### src/hdl/axi_wr_stats_pkg.sv
`default_nettype none

package axi_wr_stats_pkg;

  localparam int stat_width = 32;
  localparam int strb_width = 4;
  localparam int len_width  = 8;
  localparam int stat_count = 25;
  localparam int bin_count  = 12;

  typedef logic [stat_width-1:0] stat_val_t;

  // readout order with the bins after the channel statistics
  typedef enum logic [7:0] {
    stat_aw_burst_cnt     = 8'd0,
    stat_aw_depth_max     = 8'd1,
    stat_aw_len_min       = 8'd2,
    stat_aw_len_max       = 8'd3,
    stat_aw_bytes_sum     = 8'd4,
    stat_aw_bytes_min     = 8'd5,
    stat_aw_bytes_max     = 8'd6,
    stat_w_burst_cnt      = 8'd7,
    stat_w_depth_max      = 8'd8,
    stat_w_beat_cnt       = 8'd9,
    stat_w_bytes_sum      = 8'd10,
    stat_w_bytes_min      = 8'd11,
    stat_w_bytes_max      = 8'd12,
    stat_bin_idle         = 8'd13,
    stat_bin_slow_data    = 8'd14,
    stat_bin_stall        = 8'd15,
    stat_bin_early_beat   = 8'd16,
    stat_bin_awr_early    = 8'd17,
    stat_bin_addr_stall   = 8'd18,
    stat_bin_data_lag     = 8'd19,
    stat_bin_addr_lag     = 8'd20,
    stat_bin_early_stall  = 8'd21,
    stat_bin_b_lag        = 8'd22,
    stat_bin_b_stall      = 8'd23,
    stat_bin_b_end        = 8'd24
  } stat_id_t;

  typedef enum logic [3:0] {
    bin_idle        = 4'd0,
    bin_slow_data   = 4'd1,
    bin_stall       = 4'd2,
    bin_early_beat  = 4'd3,
    bin_awr_early   = 4'd4,
    bin_addr_stall  = 4'd5,
    bin_data_lag    = 4'd6,
    bin_addr_lag    = 4'd7,
    bin_early_stall = 4'd8,
    bin_b_lag       = 4'd9,
    bin_b_stall     = 4'd10,
    bin_b_end       = 4'd11
  } bin_t;

  typedef struct packed {
    logic                 valid;
    logic                 ready;
    logic [len_width-1:0] len;
    logic [2:0]           size;
  } aw_chan_t;

  typedef struct packed {
    logic                  valid;
    logic                  ready;
    logic [strb_width-1:0] strb;
    logic                  last;
  } w_chan_t;

  typedef struct packed {
    logic valid;
    logic ready;
  } b_chan_t;

  typedef struct packed {
    stat_val_t burst_cnt;
    stat_val_t len_min;
    stat_val_t len_max;
    stat_val_t bytes_sum;
    stat_val_t bytes_min;
    stat_val_t bytes_max;
  } aw_stats_t;

  typedef struct packed {
    stat_val_t burst_cnt;
    stat_val_t beat_cnt;
    stat_val_t bytes_sum;
    stat_val_t bytes_min;
    stat_val_t bytes_max;
  } w_stats_t;

  typedef struct packed {
    logic      aw_busy;
    logic      w_busy;
    logic      in_progress;
    stat_val_t aw_depth_max;
    stat_val_t w_depth_max;
  } occ_t;

  typedef logic [bin_count-1:0][stat_width-1:0] bins_t;

endpackage

`default_nettype wire

### src/hdl/aw_stats.sv
`default_nettype none

module aw_stats (
  input  logic                         clk,
  input  logic                         rst_n,
  input  logic                         stat_clear,
  input  axi_wr_stats_pkg::aw_chan_t   aw,
  output axi_wr_stats_pkg::aw_stats_t  stats
);
  import axi_wr_stats_pkg::*;

  logic      accept;
  stat_val_t len_val;
  stat_val_t burst_bytes;

  assign accept  = aw.valid && aw.ready;
  assign len_val = stat_val_t'(aw.len);

  // total bytes moved by the burst
  assign burst_bytes = (len_val + stat_val_t'(1)) << aw.size;

  always_ff @(posedge clk) begin
    if (!rst_n || stat_clear) begin
      stats.burst_cnt <= '0;
      stats.len_min   <= '1;
      stats.len_max   <= '0;
      stats.bytes_sum <= '0;
      stats.bytes_min <= '1;
      stats.bytes_max <= '0;
    end else if (accept) begin
      stats.burst_cnt <= stats.burst_cnt + stat_val_t'(1);
      stats.bytes_sum <= stats.bytes_sum + burst_bytes;

      if (len_val < stats.len_min) begin
        stats.len_min <= len_val;
      end
      if (len_val > stats.len_max) begin
        stats.len_max <= len_val;
      end

      if (burst_bytes < stats.bytes_min) begin
        stats.bytes_min <= burst_bytes;
      end
      if (burst_bytes > stats.bytes_max) begin
        stats.bytes_max <= burst_bytes;
      end
    end
  end

endmodule

`default_nettype wire

### src/hdl/w_stats.sv
`default_nettype none

module w_stats (
  input  logic                        clk,
  input  logic                        rst_n,
  input  logic                        stat_clear,
  input  axi_wr_stats_pkg::w_chan_t   w,
  output axi_wr_stats_pkg::w_stats_t  stats
);
  import axi_wr_stats_pkg::*;

  logic      beat_accept;
  logic      burst_end;
  stat_val_t beat_bytes;

  assign beat_accept = w.valid && w.ready;
  assign burst_end   = beat_accept && w.last;

  // bytes written by this beat, one per set strobe bit
  always_comb begin
    beat_bytes = '0;
    for (int i = 0; i < strb_width; i++) begin
      beat_bytes = beat_bytes + stat_val_t'(w.strb[i]);
    end
  end

  always_ff @(posedge clk) begin
    if (!rst_n || stat_clear) begin
      stats.burst_cnt <= '0;
      stats.beat_cnt  <= '0;
      stats.bytes_sum <= '0;
      stats.bytes_min <= '1;
      stats.bytes_max <= '0;
    end else begin
      if (burst_end) begin
        stats.burst_cnt <= stats.burst_cnt + stat_val_t'(1);
      end

      if (beat_accept) begin
        stats.beat_cnt  <= stats.beat_cnt + stat_val_t'(1);
        stats.bytes_sum <= stats.bytes_sum + beat_bytes;

        if (beat_bytes < stats.bytes_min) begin
          stats.bytes_min <= beat_bytes;
        end
        if (beat_bytes > stats.bytes_max) begin
          stats.bytes_max <= beat_bytes;
        end
      end
    end
  end

endmodule

`default_nettype wire

### src/hdl/wr_occupancy.sv
`default_nettype none

module wr_occupancy (
  input  logic                       clk,
  input  logic                       rst_n,
  input  logic                       stat_clear,
  input  axi_wr_stats_pkg::aw_chan_t aw,
  input  axi_wr_stats_pkg::w_chan_t  w,
  input  axi_wr_stats_pkg::b_chan_t  b,
  output axi_wr_stats_pkg::occ_t     occ
);
  import axi_wr_stats_pkg::*;

  logic      aw_accept;
  logic      w_end;
  logic      b_accept;
  stat_val_t aw_cnt;
  stat_val_t w_cnt;
  stat_val_t aw_cnt_next;
  stat_val_t w_cnt_next;

  assign aw_accept = aw.valid && aw.ready;
  assign w_end     = w.valid && w.ready && w.last;
  assign b_accept  = b.valid && b.ready;

  // aw counts from address accept, w from last beat, both retire on b
  assign aw_cnt_next = aw_cnt + stat_val_t'(aw_accept) - stat_val_t'(b_accept);
  assign w_cnt_next  = w_cnt + stat_val_t'(w_end) - stat_val_t'(b_accept);

  // outstanding counts follow the bus and are not touched by a clear
  always_ff @(posedge clk) begin
    if (!rst_n) begin
      aw_cnt          <= '0;
      w_cnt           <= '0;
      occ.in_progress <= 1'b0;
    end else begin
      aw_cnt <= aw_cnt_next;
      w_cnt  <= w_cnt_next;
      if (w.valid) begin
        occ.in_progress <= !(w.ready && w.last);
      end
    end
  end

  // peaks compare against the updated count so they land with it
  always_ff @(posedge clk) begin
    if (!rst_n || stat_clear) begin
      occ.aw_depth_max <= '0;
      occ.w_depth_max  <= '0;
    end else begin
      if (aw_cnt_next > occ.aw_depth_max) begin
        occ.aw_depth_max <= aw_cnt_next;
      end
      if (w_cnt_next > occ.w_depth_max) begin
        occ.w_depth_max <= w_cnt_next;
      end
    end
  end

  assign occ.aw_busy = (aw_cnt != '0);
  assign occ.w_busy  = (w_cnt != '0);

endmodule

`default_nettype wire

### src/hdl/wr_cycle_bins.sv
`default_nettype none

module wr_cycle_bins (
  input  logic                       clk,
  input  logic                       rst_n,
  input  logic                       stat_clear,
  input  axi_wr_stats_pkg::occ_t     occ,
  input  axi_wr_stats_pkg::aw_chan_t aw,
  input  axi_wr_stats_pkg::w_chan_t  w,
  input  axi_wr_stats_pkg::b_chan_t  b,
  output axi_wr_stats_pkg::bins_t    bin_cnt
);
  import axi_wr_stats_pkg::*;

  logic a_busy;
  logic w_busy;
  logic in_prog;
  logic aw_accept;
  logic w_accept;
  logic b_accept;
  logic hit;
  bin_t sel;

  assign a_busy    = occ.aw_busy;
  assign w_busy    = occ.w_busy;
  assign in_prog   = occ.in_progress;
  assign aw_accept = aw.valid && aw.ready;
  assign w_accept  = w.valid && w.ready;
  assign b_accept  = b.valid && b.ready;

  // first matching rule wins so at most one bin counts per cycle
  always_comb begin
    hit = 1'b1;
    sel = bin_idle;
    if (!a_busy && !w_busy && !in_prog && !aw.valid && !w.valid) begin
      sel = bin_idle;
    end else if (a_busy && in_prog && !w.valid) begin
      sel = bin_slow_data;
    end else if (a_busy && w.valid && !w.ready) begin
      sel = bin_stall;
    end else if (!a_busy && in_prog && w.valid && !w.ready) begin
      sel = bin_stall;
    end else if (!a_busy && !aw.valid && w_accept) begin
      sel = bin_early_beat;
    end else if (!a_busy && !w_busy && !in_prog && aw_accept && !w.valid) begin
      sel = bin_awr_early;
    end else if (!a_busy && !w_busy && !in_prog && aw.valid && !aw.ready && !w.valid) begin
      sel = bin_addr_stall;
    end else if (a_busy && !w_busy && !in_prog && !w.valid) begin
      sel = bin_data_lag;
    end else if (!a_busy && w_busy && !in_prog && !w.valid) begin
      sel = bin_addr_lag;
    end else if (!a_busy && in_prog && !w.valid) begin
      sel = bin_addr_lag;
    end else if (!a_busy && !in_prog && w.valid && !w.ready) begin
      sel = bin_early_stall;
    end else if (a_busy && w_busy && !in_prog && !w.valid && !b.valid) begin
      sel = bin_b_lag;
    end else if (a_busy && w_busy && !in_prog && !w.valid && b.valid && !b.ready) begin
      sel = bin_b_stall;
    end else if (a_busy && w_busy && !in_prog && !w.valid && b_accept) begin
      sel = bin_b_end;
    end else begin
      hit = 1'b0;
    end
  end

  always_ff @(posedge clk) begin
    if (!rst_n || stat_clear) begin
      bin_cnt <= '0;
    end else if (hit) begin
      bin_cnt[sel] <= bin_cnt[sel] + stat_val_t'(1);
    end
  end

endmodule

`default_nettype wire

### src/hdl/stat_reader.sv
`default_nettype none

module stat_reader (
  input  logic                        clk,
  input  logic                        rst_n,
  input  axi_wr_stats_pkg::aw_stats_t aw_s,
  input  axi_wr_stats_pkg::w_stats_t  w_s,
  input  axi_wr_stats_pkg::occ_t      occ,
  input  axi_wr_stats_pkg::bins_t     bin_cnt,
  input  logic                        stat_start,
  input  logic                        stat_ready,
  output logic                        stat_valid,
  output axi_wr_stats_pkg::stat_id_t  stat_id,
  output axi_wr_stats_pkg::stat_val_t stat_val,
  output logic                        stat_last
);
  import axi_wr_stats_pkg::*;

  typedef enum logic {
    st_idle,
    st_iter
  } state_t;

  state_t     state;
  state_t     state_next;
  logic [7:0] idx;
  logic [7:0] idx_next;
  logic [7:0] bin_off;
  logic       at_last;
  logic       load;
  stat_val_t  sel_val;

  assign bin_off = idx - 8'(stat_bin_idle);
  assign at_last = (idx == 8'(stat_count - 1));

  // a new item loads when the output slot is empty or being taken
  assign load = (state == st_iter) && (!stat_valid || stat_ready);

  always_comb begin
    case (stat_id_t'(idx))
      stat_aw_burst_cnt: sel_val = aw_s.burst_cnt;
      stat_aw_depth_max: sel_val = occ.aw_depth_max;
      stat_aw_len_min:   sel_val = aw_s.len_min;
      stat_aw_len_max:   sel_val = aw_s.len_max;
      stat_aw_bytes_sum: sel_val = aw_s.bytes_sum;
      stat_aw_bytes_min: sel_val = aw_s.bytes_min;
      stat_aw_bytes_max: sel_val = aw_s.bytes_max;
      stat_w_burst_cnt:  sel_val = w_s.burst_cnt;
      stat_w_depth_max:  sel_val = occ.w_depth_max;
      stat_w_beat_cnt:   sel_val = w_s.beat_cnt;
      stat_w_bytes_sum:  sel_val = w_s.bytes_sum;
      stat_w_bytes_min:  sel_val = w_s.bytes_min;
      stat_w_bytes_max:  sel_val = w_s.bytes_max;
      // everything past the channel stats is a cycle bin
      default: sel_val = (bin_off < 8'(bin_count)) ? bin_cnt[bin_off[3:0]] : '0;
    endcase
  end

  always_comb begin
    state_next = state;
    idx_next   = idx;
    case (state)
      st_idle: begin
        if (stat_start) begin
          state_next = st_iter;
          idx_next   = '0;
        end
      end
      st_iter: begin
        if (load) begin
          idx_next = idx + 8'd1;
          if (at_last) begin
            state_next = st_idle;
          end
        end
      end
      default: state_next = st_idle;
    endcase
  end

  always_ff @(posedge clk) begin
    if (!rst_n) begin
      state      <= st_idle;
      stat_valid <= 1'b0;
    end else begin
      state <= state_next;
      if (load) begin
        stat_valid <= 1'b1;
      end else if (stat_ready) begin
        stat_valid <= 1'b0;
      end
    end
  end

  // payload holds until the next load
  always_ff @(posedge clk) begin
    idx <= idx_next;
    if (load) begin
      stat_id   <= stat_id_t'(idx);
      stat_val  <= sel_val;
      stat_last <= at_last;
    end
  end

endmodule

`default_nettype wire

### src/hdl/axi_wr_stats.sv
`default_nettype none

module axi_wr_stats (
  input  logic                        clk,
  input  logic                        rst_n,
  input  logic                        stat_clear,
  input  axi_wr_stats_pkg::aw_chan_t  aw,
  input  axi_wr_stats_pkg::w_chan_t   w,
  input  axi_wr_stats_pkg::b_chan_t   b,
  input  logic                        stat_start,
  input  logic                        stat_ready,
  output logic                        stat_valid,
  output axi_wr_stats_pkg::stat_id_t  stat_id,
  output axi_wr_stats_pkg::stat_val_t stat_val,
  output logic                        stat_last
);
  import axi_wr_stats_pkg::*;

  aw_stats_t aw_s;
  w_stats_t  w_s;
  occ_t      occ;
  bins_t     bin_cnt;

  aw_stats aw_stats0 (
    .clk        (clk),
    .rst_n      (rst_n),
    .stat_clear (stat_clear),
    .aw         (aw),
    .stats      (aw_s)
  );

  w_stats w_stats0 (
    .clk        (clk),
    .rst_n      (rst_n),
    .stat_clear (stat_clear),
    .w          (w),
    .stats      (w_s)
  );

  wr_occupancy wr_occupancy0 (
    .clk        (clk),
    .rst_n      (rst_n),
    .stat_clear (stat_clear),
    .aw         (aw),
    .w          (w),
    .b          (b),
    .occ        (occ)
  );

  // cycle classification runs off the registered occupancy flags
  wr_cycle_bins wr_cycle_bins0 (
    .clk        (clk),
    .rst_n      (rst_n),
    .stat_clear (stat_clear),
    .occ        (occ),
    .aw         (aw),
    .w          (w),
    .b          (b),
    .bin_cnt    (bin_cnt)
  );

  stat_reader stat_reader0 (
    .clk        (clk),
    .rst_n      (rst_n),
    .aw_s       (aw_s),
    .w_s        (w_s),
    .occ        (occ),
    .bin_cnt    (bin_cnt),
    .stat_start (stat_start),
    .stat_ready (stat_ready),
    .stat_valid (stat_valid),
    .stat_id    (stat_id),
    .stat_val   (stat_val),
    .stat_last  (stat_last)
  );

endmodule

`default_nettype wire

### config.mk
export PLATFORM = sky130hd
export DESIGN_NAME = axi_wr_stats
export DESIGN_NICKNAME = d
export VERILOG_FILES = /design/src/hdl/axi_wr_stats_pkg.sv /design/src/hdl/aw_stats.sv /design/src/hdl/w_stats.sv /design/src/hdl/wr_occupancy.sv /design/src/hdl/wr_cycle_bins.sv /design/src/hdl/stat_reader.sv /design/src/hdl/axi_wr_stats.sv
export SDC_FILE = /design/constraint.sdc
export NUM_CORES = 2
export LEC_CHECK = 0
export BUFFER_PORTS_ARGS = -buffer_cell sky130_fd_sc_hd__buf_2
export CAP_MARGIN = 20
export CORE_UTILIZATION = 28
export CTS_BUF_LIST = sky130_fd_sc_hd__clkbuf_4
export CTS_CLUSTER_SIZE = 24
export DETAILED_ROUTE_END_ITERATION = 7
export SETUP_SLACK_MARGIN = 0.02
export SYNTH_ARGS = -nofsm -noshare
export SYNTH_HDL_FRONTEND = slang
export SYNTH_SLANG_ARGS = --single-unit
export TNS_END_PERCENT = 50
### constraint.sdc
create_clock -name clk -period 10.25 [get_ports clk]
set_clock_uncertainty 0.2 [all_clocks]
set_input_delay 2.05 -clock clk [delete_from_list [all_inputs] [get_ports clk]]
set_output_delay 2.05 -clock clk [all_outputs]
set_load 0.02 [all_outputs]
==> flow_metrics.env <==
export IMPL_drive_above_1_share=0.120
export IMPL_finalInstanceArea_mm2=0.0492
export IMPL_power_density_mw_per_mm2=234
export IMPL_synth_compound_area_frac=0.181
export IMPL_grt_overflow_total=0
export IMPL_dp_cells=7091
export IMPL_die_y_um=400
export IMPL_gp_congestion=0.907
export IMPL_rsz0062_at_grt="false"
export IMPL_rows=145
export IMPL_synth_xor_area_share=0.0448
export IMPL_place_ws_ns=1.46
export IMPL_hold_class="reg -> reg"
export IMPL_h_tree_depth=4
export IMPL_core_mm2=0.157
export IMPL_cts_clk_slew_worst_paths_ns=0.07
export IMPL_layout_setup_ws_ns=2.49
export IMPL_synth_top_family_by_area="simple AND/OR/NAND/NOR gates"
export IMPL_postSynthCellCount=5248
export IMPL_ys_top_cells_by_area="dfxtp_1 (33%), ha_1 (6.8%), nor2_1 (5.6%)"
export IMPL_placed_cell_area_mm2=0.0466
export IMPL_final_cells=7443
export IMPL_start_util=0.283
export IMPL_cts_buffer_depth=3
export IMPL_slowest_delay_ns=0.49
export IMPL_grt_pass1_wl_mm=232
export IMPL_syn_cell_area_mm2=0.0443
export IMPL_synth_ff_type="dfxtp_1"
export IMPL_whs_path_depth=2
export IMPL_post_cts_buffers=0
export IMPL_synth_fa_ha_area_frac=0.0700
export IMPL_async_reset_ff_frac=0
export IMPL_synth_top_area_frac=0.331
export IMPL_reg2reg_slack_ns=2.86
export IMPL_cts_resized=0
export IMPL_multi_input_area_mm2=0.0260
export IMPL_synth_mux_area_fraction=0.0907
export IMPL_slew_violations=0
export IMPL_wl_per_cell_um=20.7
export IMPL_period_needed_ns=7.76
export IMPL_hold_buffers=0
export IMPL_regArea_mm2=0.0161
export IMPL_ys_ff_latch=781
export IMPL_portBuffers=68
export IMPL_max_freq_mhz=129
export IMPL_yosysSeqAreaShare=0.364
export IMPL_clk_latency_ns=1.21
export IMPL_p_leak_nw=18.5
export IMPL_hpwl_mm=101
export IMPL_fill_cells=16600
export IMPL_worstPathArrival_ns=8.56
export IMPL_io_pins=69
export IMPL_cpMostUsedCell="a21oi_1"
export IMPL_root_buffer="clkbuf_4"
export IMPL_drtAntennaViolNets=0
export IMPL_rr_worst_depth=16
export IMPL_drc=0
export IMPL_fin_setup_tns_ns=0
export IMPL_num_vias=40200
export IMPL_syn2layout_area_growth_pct=11.0
export IMPL_irDropWorstVdd_mv=0.252
export IMPL_antenna_found_initial=9
export IMPL_die_area_mm2=0.160
export IMPL_slowest_stage="a31o_2"
export IMPL_period_share=0.757
export IMPL_cp_max_fo=27
export IMPL_yosysWarnings=0
export IMPL_path_class="in -> reg"
export IMPL_cts_made_buffers=197
export IMPL_setup_violations=0
export IMPL_routed_wl_mm=154
export IMPL_num_nets_final=5508
export IMPL_worstMarginPinSlew_ns=1.33
export IMPL_track_usage=0.189
export IMPL_ys_types=103
export IMPL_synth_avg_cell_area_um2=8.45
export IMPL_cts_sinks=781
export IMPL_startpoint_type="primary input"
export IMPL_crit_path_end_kind="register"
export IMPL_synthesis_nets=5520
export IMPL_avgViaCountPerCell=5.40
export IMPL_cap_viol_max_count=0
export IMPL_initialDrtViolationCount=3811
export IMPL_finalHoldViolCount=0
export IMPL_crit_required_ns=11.06
export IMPL_die_w_um=400
export IMPL_grt_max_degree=222
export IMPL_cts_tree="done"
export IMPL_slew_headroom=0.114
export IMPL_outcome="completed"
export IMPL_grt_pass1_vias=37800
export IMPL_yosysTopAreaCell="dfxtp_1"
export IMPL_detail_route_first_pass_iterations=7
export IMPL_synth_edf_count=49
export IMPL_synthSimpleGateAreaFrac=0.195
state kept, by name, indices dropped and copies added, names as in the netlist:
register	flops
aw_stats0.stats	114
stat_reader0.idx	8
stat_reader0.stat_id	8
stat_reader0.stat_last	1
stat_reader0.stat_val	32
stat_reader0.stat_valid	1
stat_reader0.state	1
w_stats0.stats	103
wr_cycle_bins0.bin_cnt	384
wr_occupancy0.aw_cnt	32
wr_occupancy0.occ	65
wr_occupancy0.w_cnt	32
through the flow:
| step | util | hold WS [ns] | power [mW] |
|---|---|---|---|
| 6_report | 0.314 | 0.268 | 11.5 |
| 5_1_grt | 0.314 | 0.284 | 12.4 |
| 4_1_cts | 0.313 | 0.265 | 11.5 |
| 3_5_place_dp | 0.297 | 0.256 | 8.72 |
| 3_3_place_gp | 0.297 | 0.250 | 8.64 |
| 2_1_floorplan | - | 0.224 | 7.46 |
routing by layer:
layer | GRT usage | wire (um) | vias up
met5 | 0 | 22 | -
met4 | 0.0738 | 5170 | 4
met3 | 0.0479 | 15500 | 319
li1 | - | - | 18800
met2 | 0.284 | 66800 | 1803
met1 | 0.257 | 66700 | 19300
Yosys cell counts, types with 19 or more instances:
| cell type | instances |
|---|---|
| mux2i_1 | 181 |
| mux4_2 | 96 |
| o31ai_1 | 19 |
| nand2b_1 | 27 |
| a22oi_1 | 21 |
| clkbuf_1 | 282 |
| or3_1 | 35 |
| a21oi_1 | 399 |
| nand2_1 | 509 |
| a22o_1 | 33 |
| o21ai_0 | 318 |
| nand4_1 | 76 |
| and3_1 | 70 |
| nand3_1 | 201 |
| nor3_1 | 59 |
| xor2_1 | 157 |
| nor2b_1 | 39 |
| ha_1 | 240 |
| edfxtp_1 | 49 |
| buf_1 | 27 |
| and2_1 | 90 |
| nor2_1 | 657 |
| inv_1 | 241 |
| a211oi_1 | 161 |
| o21bai_1 | 21 |
| a221oi_1 | 57 |
| a222oi_1 | 22 |
| o211ai_1 | 19 |
| buf_2 | 31 |
| xnor2_1 | 70 |
| a21o_1 | 39 |
| and4_1 | 19 |
| o21a_1 | 21 |
| dfxtp_1 | 732 |
cell families after synthesis:
logic type,Yosys count
buffers and inverters,604
AO/OA/AOI/OAI,1254
flip-flops,781
multiplexers,281
adder cells (fa/ha/maj),245
XOR/XNOR,227
AND/OR/NAND/NOR,1856
where the power goes:
part	internal [mW]	switching, mW
Clock	1.41	1.37
Sequential	3.29	0.156
Combinational	2.15	3.13
Total	6.85	4.66
layout make-up:
class | count | share of cell area
clock inverter | 40 | 0.00559
clock buffer | 297 | 0.0453
antenna | 11 | 0.000559
multi-input combinational | 3863 | 0.528
tap | 2058 | 0.0523
inverter | 241 | 0.0184
timing repair buffer | 152 | 0.0219
sequential | 781 | 0.328
critical path, delay by kind of cell:
family,cells,cell delay (ns)
xor gates and xnor gates,1,0.18
and+or+nand+nor,7,0.85
buffers and inverters,3,0.62
adders and majority gates,4,1.18
AOI/OAI and AO/OA,15,3.43
muxes,1,0.23
final timing paths:
kind	from	endpoint
min	wr_cycle_bins0.bin_cnt[136]	wr_cycle_bins0.bin_cnt[136]
max reg2reg	wr_occupancy0.aw_cnt[10]	wr_cycle_bins0.bin_cnt[248]
min reg2reg	wr_cycle_bins0.bin_cnt[136]	wr_cycle_bins0.bin_cnt[136]
max	b[0]	wr_occupancy0.occ[40]
layout by cell type (no fill, tap or decap), types with 22 or more instances in the layout:
master	n
and3_1	70
xnor2_1	68
mux2i_1	181
a21oi_1	398
nand2_1	509
edfxtp_1	49
mux4_2	96
a22o_1	33
a211oi_1	161
nand3_1	201
nor2_1	648
a222oi_1	22
clkinv_1	24
buf_2	68
or3_1	35
buf_4	76
clkbuf_4	297
nor2b_1	38
dfxtp_1	732
inv_1	240
a21o_1	38
xor2_1	156
nor3_1	52
a221oi_1	57
nand2b_1	26
and2_1	89
ha_1	239
nand4_1	76
o21ai_0	316
(Power assumes the default switching activity.)
